<file path="config.mk">
export PLATFORM = sky130hd
export DESIGN_NAME = risk_top
export DESIGN_NICKNAME = d
export VERILOG_FILES = /design/src/risk_pkg.sv /design/src/risk_top.sv /design/src/risk_engine.sv /design/src/client_ledger.sv /design/src/command_fifo.sv /design/src/order_intake.sv
export SDC_FILE = /design/constraint.sdc
export NUM_CORES = 2
export LEC_CHECK = 0
export BUFFER_PORTS_ARGS = -buffer_cell sky130_fd_sc_hd__buf_2
export CAP_MARGIN = 15
export CORE_ASPECT_RATIO = 1.5
export CORE_MARGIN = 8
export CORE_UTILIZATION = 57
export DETAILED_ROUTE_END_ITERATION = 16
export PLACE_DENSITY = 0.87
export SLEW_MARGIN = 20
export SYNTH_ARGS = -nofsm -noshare
export SYNTH_HDL_FRONTEND = slang
export SYNTH_SLANG_ARGS = --single-unit
</file>
<file path="constraint.sdc">
create_clock -name clk -period 7.25 [get_ports clk]
set_input_delay 1.45 -clock clk [delete_from_list [all_inputs] [get_ports clk]]
set_output_delay 1.45 -clock clk [all_outputs]
set_load 0.03 [all_outputs]
</file>
<file path="src/risk_pkg.sv">
// risk gate shared definitions
// command and result formats, field widths and engine states
package risk_pkg;

  typedef logic [4:0]  client_id_t;     // 32 clients
  typedef logic [31:0] amount_t;        // order and limit amounts
  typedef logic [15:0] cancel_amount_t; // exchange cancel amounts

  typedef enum logic [1:0] {
    cmd_order   = 2'd0, // cpu order
    cmd_new_max = 2'd1, // cpu limit update
    cmd_cancel  = 2'd2  // exchange cancellation
  } cmd_kind_t;

  typedef struct packed {
    cmd_kind_t  kind;
    client_id_t client;
    amount_t    amount; // cancel amount zero-extended
  } risk_cmd_t;

  typedef struct packed {
    cmd_kind_t      kind;
    client_id_t     client;
    logic           accepted;    // always set for limit and cancel
    amount_t        accumulated; // after update
    cancel_amount_t cancelled;   // after update
  } risk_result_t;

  typedef enum logic [1:0] {
    st_idle   = 2'd0,
    st_read   = 2'd1,
    st_decide = 2'd2,
    st_write  = 2'd3
  } engine_state_t;

endpackage
</file>
<file path="src/risk_top.sv">
// pre-trade risk gate top level
// cpu and exchange strobes feed the intake, the queue buffers commands
// and the engine checks each one against the client ledger
`timescale 1ns/1ps

module risk_top #(
  parameter int FIFO_DEPTH = 4
) (
  input  logic                     clk,
  input  logic                     rst_n,
  input  logic                     cpu_go,
  input  logic                     cpu_new_max,
  input  risk_pkg::client_id_t     cpu_client_id,
  input  risk_pkg::amount_t        cpu_amount,
  input  logic                     exchange_go,
  input  risk_pkg::client_id_t     exchange_client_id,
  input  risk_pkg::cancel_amount_t exchange_amount,
  output logic                     result_valid,
  output risk_pkg::risk_result_t   result,
  output logic                     overflow
);

  logic                     push;
  logic                     pop;
  logic                     empty;
  risk_pkg::risk_cmd_t      cmd;
  risk_pkg::risk_cmd_t      head;
  risk_pkg::client_id_t     rd_client;
  risk_pkg::amount_t        rd_max;
  risk_pkg::amount_t        rd_accumulated;
  risk_pkg::cancel_amount_t rd_cancelled;
  logic                     wr_en;
  risk_pkg::client_id_t     wr_client;
  risk_pkg::amount_t        wr_max;
  risk_pkg::amount_t        wr_accumulated;
  risk_pkg::cancel_amount_t wr_cancelled;

  order_intake u_intake (
    .clk(clk), .rst_n(rst_n),
    .cpu_go(cpu_go), .cpu_new_max(cpu_new_max),
    .cpu_client_id(cpu_client_id), .cpu_amount(cpu_amount),
    .exchange_go(exchange_go), .exchange_client_id(exchange_client_id),
    .exchange_amount(exchange_amount),
    .push(push), .cmd(cmd)
  );

  command_fifo #(.FIFO_DEPTH(FIFO_DEPTH)) u_fifo (
    .clk(clk), .rst_n(rst_n),
    .push(push), .cmd(cmd), .pop(pop),
    .head(head), .empty(empty), .overflow(overflow)
  );

  risk_engine u_engine (
    .clk(clk), .rst_n(rst_n),
    .empty(empty), .head(head),
    .rd_max(rd_max), .rd_accumulated(rd_accumulated), .rd_cancelled(rd_cancelled),
    .pop(pop), .rd_client(rd_client),
    .wr_en(wr_en), .wr_client(wr_client), .wr_max(wr_max),
    .wr_accumulated(wr_accumulated), .wr_cancelled(wr_cancelled),
    .result_valid(result_valid), .result(result)
  );

  client_ledger u_ledger (
    .clk(clk), .rst_n(rst_n),
    .rd_client(rd_client),
    .wr_en(wr_en), .wr_client(wr_client), .wr_max(wr_max),
    .wr_accumulated(wr_accumulated), .wr_cancelled(wr_cancelled),
    .rd_max(rd_max), .rd_accumulated(rd_accumulated), .rd_cancelled(rd_cancelled)
  );

endmodule

</file>
<file path="src/risk_engine.sv">
// risk engine
// pops one command at a time, reads the client row, applies the risk rule
// and writes the row back while pulsing the result
// an order passes when accumulated + amount - cancelled stays within the limit
`timescale 1ns/1ps

module risk_engine (
  input  logic                     clk,
  input  logic                     rst_n,
  input  logic                     empty,
  input  risk_pkg::risk_cmd_t      head,
  input  risk_pkg::amount_t        rd_max,
  input  risk_pkg::amount_t        rd_accumulated,
  input  risk_pkg::cancel_amount_t rd_cancelled,
  output logic                     pop,
  output risk_pkg::client_id_t     rd_client,
  output logic                     wr_en,
  output risk_pkg::client_id_t     wr_client,
  output risk_pkg::amount_t        wr_max,
  output risk_pkg::amount_t        wr_accumulated,
  output risk_pkg::cancel_amount_t wr_cancelled,
  output logic                     result_valid,
  output risk_pkg::risk_result_t   result
);

  risk_pkg::engine_state_t  state;
  risk_pkg::engine_state_t  state_next;
  risk_pkg::risk_cmd_t      cur_cmd;      // command in flight
  risk_pkg::amount_t        row_max;      // updated row
  risk_pkg::amount_t        row_acc;
  risk_pkg::cancel_amount_t row_cancel;
  logic                     row_accepted;
  logic [32:0]              order_sum;    // no wrap on the add
  logic [32:0]              exposure;
  logic                     within_limit;

  assign pop       = (state == risk_pkg::st_idle) && !empty;
  assign rd_client = cur_cmd.client; // sampled by ledger in st_read

  // exposure floored at zero and compared against the current limit
  assign order_sum    = {1'b0, rd_accumulated} + {1'b0, cur_cmd.amount};
  assign exposure     = (order_sum < 33'(rd_cancelled)) ? '0 : order_sum - 33'(rd_cancelled);
  assign within_limit = (exposure <= {1'b0, rd_max});

  always_comb
  begin
    state_next = state;
    case (state)
      risk_pkg::st_idle:   if (!empty) state_next = risk_pkg::st_read;
      risk_pkg::st_read:   state_next = risk_pkg::st_decide; // ledger read in flight
      risk_pkg::st_decide: state_next = risk_pkg::st_write;
      risk_pkg::st_write:  state_next = risk_pkg::st_idle;
      default:             state_next = risk_pkg::st_idle;
    endcase
  end

  always_ff @(posedge clk or negedge rst_n)
  begin
    if (!rst_n)
      state <= risk_pkg::st_idle;
    else
      state <= state_next;
  end

  always_ff @(posedge clk)
  begin
    if (pop)
      cur_cmd <= head; // capture head at the pop edge
    if (state == risk_pkg::st_decide)
    begin
      row_max      <= rd_max; // row unchanged by default
      row_acc      <= rd_accumulated;
      row_cancel   <= rd_cancelled;
      row_accepted <= 1'b1;
      case (cur_cmd.kind)
        risk_pkg::cmd_order:
        begin
          row_accepted <= within_limit;
          if (within_limit)
            row_acc <= order_sum[31:0];
        end
        risk_pkg::cmd_new_max: row_max <= cur_cmd.amount;
        risk_pkg::cmd_cancel:  row_cancel <= rd_cancelled + cur_cmd.amount[15:0]; // 16-bit wrap
        default:               row_accepted <= 1'b0;
      endcase
    end
  end

  assign wr_en          = (state == risk_pkg::st_write);
  assign wr_client      = cur_cmd.client;
  assign wr_max         = row_max;
  assign wr_accumulated = row_acc;
  assign wr_cancelled   = row_cancel;
  assign result_valid   = (state == risk_pkg::st_write); // one-cycle pulse

  always_comb
  begin
    result.kind        = cur_cmd.kind;
    result.client      = cur_cmd.client;
    result.accepted    = row_accepted;
    result.accumulated = row_acc; // values after the update
    result.cancelled   = row_cancel;
  end

endmodule

</file>
<file path="src/client_ledger.sv">
// client ledger
// per-client limit, accumulated volume and cancelled volume
// one registered read port and one full-row write port
// everything clears on reset so all limits start at zero
`timescale 1ns/1ps

module client_ledger (
  input  logic                     clk,
  input  logic                     rst_n,
  input  risk_pkg::client_id_t     rd_client,
  input  logic                     wr_en,
  input  risk_pkg::client_id_t     wr_client,
  input  risk_pkg::amount_t        wr_max,
  input  risk_pkg::amount_t        wr_accumulated,
  input  risk_pkg::cancel_amount_t wr_cancelled,
  output risk_pkg::amount_t        rd_max,
  output risk_pkg::amount_t        rd_accumulated,
  output risk_pkg::cancel_amount_t rd_cancelled
);

  localparam int NUM_CLIENTS = 2 ** $bits(risk_pkg::client_id_t);

  risk_pkg::amount_t        max_tbl [NUM_CLIENTS]; // trading limit
  risk_pkg::amount_t        acc_tbl [NUM_CLIENTS]; // accepted order volume
  risk_pkg::cancel_amount_t cxl_tbl [NUM_CLIENTS]; // cancelled volume

  always_ff @(posedge clk or negedge rst_n)
  begin
    if (!rst_n)
    begin
      for (int i = 0; i < NUM_CLIENTS; i++)
      begin
        max_tbl[i] <= '0;
        acc_tbl[i] <= '0;
        cxl_tbl[i] <= '0;
      end
    end
    else if (wr_en)
    begin
      max_tbl[wr_client] <= wr_max; // whole row written
      acc_tbl[wr_client] <= wr_accumulated;
      cxl_tbl[wr_client] <= wr_cancelled;
    end
  end

  // read data one cycle after address
  always_ff @(posedge clk)
  begin
    rd_max         <= max_tbl[rd_client];
    rd_accumulated <= acc_tbl[rd_client];
    rd_cancelled   <= cxl_tbl[rd_client]; // old value on same-cycle write
  end

endmodule

</file>
<file path="src/command_fifo.sv">
// command queue
// circular buffer of risk commands without back-pressure
// a push into a full queue is dropped and latches overflow until reset
`timescale 1ns/1ps

module command_fifo #(
  parameter int FIFO_DEPTH = 4
) (
  input  logic                clk,
  input  logic                rst_n,
  input  logic                push,
  input  risk_pkg::risk_cmd_t cmd,
  input  logic                pop,
  output risk_pkg::risk_cmd_t head,
  output logic                empty,
  output logic                overflow
);

  localparam int PTR_W = (FIFO_DEPTH > 1) ? $clog2(FIFO_DEPTH) : 1;
  localparam int CNT_W = $clog2(FIFO_DEPTH + 1);

  risk_pkg::risk_cmd_t mem [FIFO_DEPTH]; // entry storage
  logic [PTR_W-1:0]    wr_ptr;
  logic [PTR_W-1:0]    rd_ptr;
  logic [CNT_W-1:0]    count;
  logic                full;
  logic                do_push;
  logic                do_pop;

  assign full    = (count == CNT_W'(FIFO_DEPTH));
  assign empty   = (count == '0);
  assign do_push = push && !full;
  assign do_pop  = pop && !empty; // pop on empty is ignored
  assign head    = mem[rd_ptr];   // head seen the cycle after push

  always_ff @(posedge clk or negedge rst_n)
  begin
    if (!rst_n)
    begin
      wr_ptr   <= '0;
      rd_ptr   <= '0;
      count    <= '0;
      overflow <= 1'b0;
    end
    else
    begin
      if (do_push)
        wr_ptr <= (wr_ptr == PTR_W'(FIFO_DEPTH - 1)) ? '0 : wr_ptr + 1'b1;
      if (do_pop)
        rd_ptr <= (rd_ptr == PTR_W'(FIFO_DEPTH - 1)) ? '0 : rd_ptr + 1'b1;
      if (do_push && !do_pop)
        count <= count + 1'b1;
      else if (do_pop && !do_push)
        count <= count - 1'b1;
      if (push && full)
        overflow <= 1'b1; // sticky
    end
  end

  always_ff @(posedge clk)
  begin
    if (do_push)
      mem[wr_ptr] <= cmd;
  end

endmodule

</file>
<file path="src/order_intake.sv">
// order intake
// merges the cpu and exchange go strobes into one registered command stream
// the exchange wins a collision and the cpu command waits one cycle
`timescale 1ns/1ps

module order_intake (
  input  logic                     clk,
  input  logic                     rst_n,
  input  logic                     cpu_go,
  input  logic                     cpu_new_max,
  input  risk_pkg::client_id_t     cpu_client_id,
  input  risk_pkg::amount_t        cpu_amount,
  input  logic                     exchange_go,
  input  risk_pkg::client_id_t     exchange_client_id,
  input  risk_pkg::cancel_amount_t exchange_amount,
  output logic                     push,
  output risk_pkg::risk_cmd_t      cmd
);

  risk_pkg::risk_cmd_t cpu_cmd;  // command built from cpu inputs
  risk_pkg::risk_cmd_t exch_cmd; // command built from exchange inputs
  risk_pkg::risk_cmd_t hold_cmd; // parked cpu command
  logic                hold_valid;
  logic                collide;
  logic                sel_exch;
  logic                sel_hold;
  logic                sel_cpu;

  always_comb
  begin
    cpu_cmd.kind    = cpu_new_max ? risk_pkg::cmd_new_max : risk_pkg::cmd_order;
    cpu_cmd.client  = cpu_client_id;
    cpu_cmd.amount  = cpu_amount;
    exch_cmd.kind   = risk_pkg::cmd_cancel;
    exch_cmd.client = exchange_client_id;
    exch_cmd.amount = risk_pkg::amount_t'(exchange_amount); // zero extend
  end

  assign collide  = exchange_go && cpu_go;
  assign sel_exch = exchange_go;                           // exchange first
  assign sel_hold = !exchange_go && hold_valid;            // then parked cpu
  assign sel_cpu  = !exchange_go && !hold_valid && cpu_go; // plain cpu strobe

  always_ff @(posedge clk or negedge rst_n)
  begin
    if (!rst_n)
    begin
      push       <= 1'b0;
      hold_valid <= 1'b0;
    end
    else
    begin
      push <= sel_exch || sel_hold || sel_cpu; // one cycle after go
      if (collide)
        hold_valid <= 1'b1; // park cpu side
      else if (sel_hold)
        hold_valid <= 1'b0; // issued this cycle
    end
  end

  always_ff @(posedge clk)
  begin
    if (sel_exch)
      cmd <= exch_cmd;
    else if (sel_hold)
      cmd <= hold_cmd;
    else if (sel_cpu)
      cmd <= cpu_cmd;
    if (collide)
      hold_cmd <= cpu_cmd;
  end

endmodule

</file>
* Word level (Yosys, flattened, before mapping)
Memories as Yosys holds them, arrays and structs flattened. A register that Yosys moved wholly into a read port is not among the register bits. Index checks and enable logic that the tools add are counted.
Storage, ports and cells: bits in latches 0, ROM bits 0, input bits 63, memories 1, bits in writable memories 156, bits in registers 2811
Cells by class: add/subtract/negate cells 7, divide/modulo/power cells 0, bitwise operators 1, multiply operators 0, reductions and logical operators 27, mux-type cells 36, shift-type cells 0, $lt $le $gt $ge 4, equal/unequal tests 9
Memories:
- u_fifo.mem | depth 4, bits a word 39, read ports 1, clocked after memory_dff 1, write ports 1, RTL line command_fifo.sv:22 | risk_pkg::risk_cmd_t mem [FIFO_DEPTH];
Operator list (number):
- 1024-bit bitwise mux | 2
- 512-bit bitwise mux | 1
- 32-bit binary-select mux with 5-bit select | 2
- 32-bit two-way mux | 8
- 32-bit demux with 5-bit select | 1
- 16-bit binary-select mux with 5-bit select | 1
- 16-bit demux with 5-bit select | 1
- 39-bit two-way mux | 2
- 16-bit two-way mux | 4
- 37-bit two-way mux | 1
- 32-bit by 32-bit adder with 33-bit output | 1
- 33-bit by 32-bit less-or-equal comparator with 1-bit output | 1
- 33-bit by 16-bit less-than comparator with 1-bit output | 1
- 33-bit two-way mux | 1
- 33-bit by 16-bit subtractor with 33-bit output | 1
- 16-bit adder | 1
- 1-bit logical AND | 11
- 2-bit == test, second input constant | 5
- 2-bit one-hot mux with 4 select lines | 1
- 6-bit greater-or-equal comparator, second input constant | 1
- 1-bit logical NOT | 6
- 6-bit by 1-bit less-than comparator with 1-bit output, second input constant | 1
- 2-bit two-way mux | 3
- 3-bit two-way mux | 2
- 15 further kinds | 25

* Logic depth before layout (Yosys ltp)
depth after elaboration 7, depth in mapped cells 33

* Hierarchy
A second synthesis with hierarchy kept.
Second synthesis, totals: cells, all modules 8496, area total of the unflattened synthesis 136348.3 um^2
Modules (own cells, without submodules):
- client_ledger | instances 1, seq. area each 65663.0 um^2, cells an instance 6953, area an instance 116680.7 um^2
- risk_engine | instances 1, seq. area each 3653.5 um^2, cells an instance 1086, area an instance 10322.4 um^2
- command_fifo | instances 1, seq. area each 4884.7 um^2, cells an instance 243, area an instance 6132.1 um^2
- order_intake | instances 1, seq. area each 2182.1 um^2, cells an instance 214, area an instance 3213.1 um^2

* Least setup slack after synthesis
OpenSTA, ideal clock, no wires.
path type register to register, from register, netlist name u_engine.cur_cmd[0], to register u_engine.row_acc[10] (netlist: u_engine.wr_accumulated[10]), data pin, stages on the path, launching flop included 34, path slack 0.176 ns, data arrival time 6.814 ns, data required time 6.990 ns, cell sequence edfxtp_1 -> ha_1 -> fa_1 -> a21oi_1 -> o22ai_1 -> a31o_1 -> a21o_1 -> a21oi_1 -> o21ai_0 -> xor2_1 -> ha_1 -> a21o_1 -> a21o_1 -> nor3_1 -> nor3b_1 -> nand4bb_1 -> buf_2 -> nor2_2 -> buf_2 -> nor2_1 -> ha_1 -> a21o_1 -> a21o_1 -> a21oi_1 -> nor2_1 -> a21oi_1 -> a311oi_1 -> o221a_2 -> o41ai_1 -> and2_1 -> buf_1 -> a32oi_4 -> buf_6 -> mux2_4
Between the ends: word-level cells in the longest chain between the ends 6, elaborated cells between the ends (all ways) 7, classes of those cells add/sub: 2; order compare: 2; mux: 3
RTL lines:
- 32-bit by 32-bit adder with 33-bit output (*) | RTL line risk_engine.sv:41 | assign order_sum = {1'b0, rd_accumulated} + {1'b0, cur_cmd.amount};
- 33-bit by 16-bit subtractor with 33-bit output / 33-bit by 16-bit less-than comparator with 1-bit output (equally long branches) | RTL line risk_engine.sv:42 | assign exposure = (order_sum < 33'(rd_cancelled)) ? '0 : order_sum - 33'(rd_cancelled);
- 33-bit two-way mux | RTL line risk_engine.sv:42
- 33-bit by 32-bit less-or-equal comparator with 1-bit output | RTL line risk_engine.sv:43 | assign within_limit = (exposure <= {1'b0, rd_max});
- 32-bit two-way mux (*) | RTL line risk_engine.sv:79 | if (within_limit)
- 32-bit two-way mux (*) | RTL line risk_engine.sv:75 | case (cur_cmd.kind)
- end signal, assigned | RTL line risk_engine.sv:72 | row_acc <= rd_accumulated;
- end signal, assigned | RTL line risk_engine.sv:80 | row_acc <= order_sum[31:0];
- end, declared | RTL line risk_engine.sv:30 | risk_pkg::amount_t row_acc;
Mark *: on every way between the ends. The rest lies on a longest branch, timed or not. A chain may end at the register's enable or synchronous reset.

* Worst setup path after layout
from register, netlist name u_engine.cur_cmd[12], to register u_engine.row_acc[6] (netlist: u_engine.wr_accumulated[6]), data pin
Between the ends: word-level cells in the longest chain between the ends 6, elaborated cells between the ends (all ways) 7, classes of those cells add/sub: 2; order compare: 2; mux: 3
RTL lines (RTL line):
- 32-bit by 32-bit adder with 33-bit output (*) | risk_engine.sv:41
- 33-bit by 16-bit subtractor with 33-bit output / 33-bit by 16-bit less-than comparator with 1-bit output (equally long branches) | risk_engine.sv:42
- 33-bit two-way mux (*) | risk_engine.sv:42
- 33-bit by 32-bit less-or-equal comparator with 1-bit output (*) | risk_engine.sv:43
- 32-bit two-way mux (*) | risk_engine.sv:79
- 32-bit two-way mux (*) | risk_engine.sv:75
Marks and branches as above.

==> flow_summary.html <==
<table>
<tr><th>Metric</th><th>Value</th></tr>
<tr><th colspan="2">Yosys</th></tr>
<tr><td>Post-synth top area share</td><td>48.36%</td></tr>
<tr><td>FF+latch count, synth</td><td>3005</td></tr>
<tr><td>Number of distinct standard cells referenced by the synthesized netlist</td><td>79</td></tr>
<tr><td>Sequential fraction of the synthesis area</td><td>57.39%</td></tr>
<tr><td>Primary flip-flop cell chosen by synthesis mapping</td><td>dfrtp_1</td></tr>
<tr><td>Dominant cell type by area after synthesis</td><td>dfrtp_1</td></tr>
<tr><td>Post-Synthesis Net Count</td><td>8591</td></tr>
<tr><td>EDFF count, synth</td><td>335</td></tr>
<tr><td>Post-synthesis async set-or-reset flop share</td><td>85.59%</td></tr>
<tr><td>Per-instance average area after synthesis</td><td>15.82 um2</td></tr>
<tr><td>Cell count after synthesis</td><td>8415</td></tr>
<tr><td>Warnings from Yosys</td><td>0</td></tr>
<tr><td>Post-synthesis cell area</td><td>0.1331 mm2</td></tr>
<tr><td>Leading post-synthesis cells by cell area</td><td>dfrtp_1 48%, mux2_2 22%, mux4_2 11%</td></tr>
<tr><th colspan="2">Finish</th></tr>
<tr><td>Final Net Count</td><td>8432</td></tr>
<tr><td>P&amp;R area growth vs syn</td><td>9.864%</td></tr>
<tr><td>Share of layout cells above drive strength 1</td><td>48.36%</td></tr>
<tr><td>Final Cell Area</td><td>0.1462 mm2</td></tr>
<tr><th colspan="2">STA</th></tr>
<tr><td>Worst slew margin relative to its limit</td><td>21.48%</td></tr>
<tr><td>Worst-case clock skew</td><td>0.07378 ns</td></tr>
<tr><td>Achievable clock frequency</td><td>142.7 MHz</td></tr>
<tr><td>Transition at the pin with the smallest max-transition slack</td><td>1.175 ns</td></tr>
<tr><td>Final setup violation count</td><td>0</td></tr>
<tr><td>Fin crit share</td><td>96.66%</td></tr>
<tr><td>Endpoints failing hold</td><td>0</td></tr>
<tr><td>Worst hold slack after final layout</td><td>0.4792 ns</td></tr>
<tr><td>Final Slew Violations</td><td>0</td></tr>
<tr><td>Post-layout min period</td><td>7.008 ns</td></tr>
<tr><td>Final TNS setup</td><td>0 ns</td></tr>
<tr><th colspan="2">Clock network</th></tr>
<tr><td>Maximum root-to-sink buffer count</td><td>4</td></tr>
<tr><td>Worst skew pair latency</td><td>0.88 ns</td></tr>
<tr><td>Clock root cell</td><td>clkbuf_16</td></tr>
<tr><td>H-tree depth reported by CTS</td><td>5</td></tr>
<tr><td>CTS tree</td><td>yes</td></tr>
<tr><td>Clock sink count</td><td>3005</td></tr>
<tr><td>Hold-fix buffers at CTS</td><td>0</td></tr>
<tr><td>Number of buffers inserted during clock tree synthesis</td><td>266</td></tr>
<tr><td>CTS clock-pin slew for the worst setup and hold paths</td><td>0.07 ns</td></tr>
<tr><th colspan="2">GRT</th></tr>
<tr><td>Total track usage</td><td>29.55%</td></tr>
<tr><td>Vias in the first global route</td><td>84939</td></tr>
<tr><td>GRT Residual Overflow</td><td>0</td></tr>
<tr><td>Number of antenna violations at the first check in global routing</td><td>14</td></tr>
<tr><td>Wire length of the first global-routing pass</td><td>556900 um</td></tr>
<tr><td>Maximum number of pins on one net before global-route repair</td><td>181</td></tr>
<tr><th colspan="2">Power</th></tr>
<tr><td>Largest vdd supply drop</td><td>0.0003573 V</td></tr>
<tr><td>Standby leakage power</td><td>65.93 nW</td></tr>
<tr><td>P per Cell Area</td><td>423.8 mW/mm2</td></tr>
<tr><th colspan="2">Floorplanning</th></tr>
<tr><td>Number of top-level design ports</td><td>121</td></tr>
<tr><td>Site row count</td><td>217</td></tr>
<tr><td>Vertical die dimension</td><td>607.8 um</td></tr>
<tr><td>Area inside the core boundary</td><td>0.2327 mm2</td></tr>
<tr><td>Floorplan die width</td><td>410.5 um</td></tr>
<tr><td>Full die area</td><td>0.2495 mm2</td></tr>
<tr><td>Starting density of the core</td><td>57.20%</td></tr>
<tr><th colspan="2">Worst setup path</th></tr>
<tr><td>Kind of cell adding the most delay to the critical path</td><td>compound AO/OA/AOI/OAI gates</td></tr>
<tr><td>Crit-path max cell delay</td><td>0.50 ns</td></tr>
<tr><td>Endpoint kind of the worst setup timing path</td><td>register</td></tr>
<tr><td>Crit path buffers/inverters</td><td>4</td></tr>
<tr><td>CP Launch Type</td><td>register</td></tr>
<tr><td>Crit path max-delay cell type</td><td>edfxtp_1</td></tr>
<tr><td>Max FO, Critical Path</td><td>14</td></tr>
<tr><td>Arrival time of the worst setup path</td><td>7.61 ns</td></tr>
<tr><td>Worst setup path class</td><td>register to register</td></tr>
<tr><td>Crit path required time</td><td>7.86 ns</td></tr>
<tr><th colspan="2">Routing</th></tr>
<tr><td>Via count of the routed design</td><td>79201</td></tr>
<tr><td>Iter 0 DRT Violations</td><td>8517</td></tr>
<tr><td>Via-per-instance ratio</td><td>6.870</td></tr>
<tr><td>Wire length after detailed routing</td><td>372900 um</td></tr>
<tr><td>Post-route DRC</td><td>0</td></tr>
<tr><td>Number of iterations in the first detailed-routing pass</td><td>6</td></tr>
<tr><td>Detail-routed net length per standard cell</td><td>32.35 um</td></tr>
<tr><td>Detail Route Antenna Nets</td><td>0</td></tr>
<tr><th colspan="2">Placed design</th></tr>
<tr><td>GP Congestion</td><td>0.9312</td></tr>
<tr><td>Post-DP Area</td><td>0.1371 mm2</td></tr>
<tr><td>DP Wirelength</td><td>207200 um</td></tr>
<tr><td>I/O Buffers</td><td>120</td></tr>
<tr><th colspan="2">Run</th></tr>
<tr><td>Count of max-cap constraint violations</td><td>0</td></tr>
<tr><th colspan="2">Run status</th></tr>
<tr><td>Run status</td><td>completed</td></tr>
<tr><th colspan="2">Min path</th></tr>
<tr><td>Min-delay worst type</td><td>register to register</td></tr>
</table>
## metal layers
layer / GRT usage (%) / vias up / part of all wire, %
li1: - / 31166 / -
met4: 17.53 / 4 / 6.9
met5: 0 / - / 0.0056
met1: 36.87 / 42762 / 36
met2: 48.11 / 4090 / 49
met3: 5.878 / 1179 / 8.1
## Yosys cell counts (all sizes together), types with 20 or more instances
cell,count
nand4,94
mux2,2582
a21oi,72
a21o,27
xor2,20
a22oi,320
buf,136
mux2i,43
nand2,111
clkbuf,638
nor2,134
dfxtp,98
inv,81
dfrtp,2572
mux4,679
edfxtp,335
ha,109
xnor2,35
o21ai,107
## through the flow
step           worst slack (ns)  power, W  cells  utilization [%]
2_1_floorplan            0.1757   0.03971   8415                -
3_3_place_gp            0.01138   0.04574  11031            58.89
3_5_place_dp           -0.05478   0.04698  11034            58.91
4_1_cts                 0.03139   0.06151  11500            62.66
5_1_grt                -0.01916   0.06428  11522            62.83
6_report                 0.2423   0.06197  11528            62.84
## placed cells by master, fill, tap and decap left out, types with 104 or more instances in the layout
cell       count
mux2_2      2569
dfrtp_1     2569
mux4_2       679
edfxtp_1     335
a22oi_1      320
clkbuf_16    278
buf_4        159
buf_2        119
nor2_1       108
o21ai_0      105
ha_1         104
## power breakdown
| group | internal, W | switching [W] | leakage [nW] | total, W |
|---|---|---|---|---|
| sequential | 0.0225 | 0.00385 | 38.6 | 0.0264 |
| combinational | 0.00996 | 0.0112 | 23.1 | 0.0211 |
| clock | 0.00811 | 0.00634 | 4.27 | 0.0144 |
| total | 0.0406 | 0.0214 | 65.9 | 0.0620 |
## registers in the layout, indices dropped and copies added, names as in the netlist
register,flops
u_engine.cur_cmd,32
u_engine.rd_client,5
u_engine.result,2
u_engine.row_accepted,1
u_engine.state,2
u_engine.wr_accumulated,32
u_engine.wr_cancelled,16
u_engine.wr_max,32
u_fifo.count,3
u_fifo.mem,156
u_fifo.overflow,1
u_fifo.rd_ptr,2
u_fifo.wr_ptr,2
u_intake.cmd,39
u_intake.hold_cmd,38
u_intake.hold_valid,1
u_intake.push,1
u_ledger.acc_tbl,1024
u_ledger.cxl_tbl,512
u_ledger.max_tbl,1024
u_ledger.rd_accumulated,32
u_ledger.rd_cancelled,16
u_ledger.rd_max,32
## kinds of logic after synthesis
family | after synthesis | share of synthesized area, %
buffers and inverters | 855 | 2.458
DFF | 3005 | 57.39
AOI/OAI and AO/OA | 622 | 3.257
adders and majority gates | 113 | 1.085
and+or+nand+nor | 461 | 1.741
xor gates and xnor gates | 55 | 0.3619
muxes | 3304 | 33.71
## cell type report
type,instances,area (um2)
antenna,8,20.02
multi-input combinational,4555,53840
inverter,81,304.0
timing repair buffer,347,3118
tap,3066,3836
sequential,3005,76390
fill,15350,86470
clock buffer,388,7777
clock inverter,78,933.4
## what timing repair did
item / in CTS / in global routing
endpoints found under the setup margin: 12 / 33
pin swaps: 1 / 8
gates resized for setup: 1 / 18
endpoints found under the hold margin: 0 / 0
gates cloned: 0 / 2
buffers inserted: 0 / 5
## final timing paths
| check | start | endpoint | slack, ns | cells after the start |
|---|---|---|---|---|
| hold / removal | u_intake.hold_cmd[19] | u_intake.cmd[19] | 0.48 | 2 |
| min in group asynchronous | rst_n | u_ledger.cxl_tbl[12] | 0.55 | 1 |
| setup / recovery | u_engine.cur_cmd[12] | u_engine.wr_accumulated[6] | 0.24 | 25 |
| hold reg to reg | u_intake.hold_cmd[19] | u_intake.cmd[19] | 0.48 | 2 |
| setup reg to reg | u_engine.cur_cmd[12] | u_engine.wr_accumulated[6] | 0.24 | 25 |
| max in group asynchronous | rst_n | u_ledger.acc_tbl[208] | 4.69 | 3 |
## worst min-delay path: stages (launching register included)
cell and delay (ns):
edfxtp_1 0.32, a21oi_1 0.06, nor2_1 0.07
No activity file was read; power rests on OpenSTA's default activity.
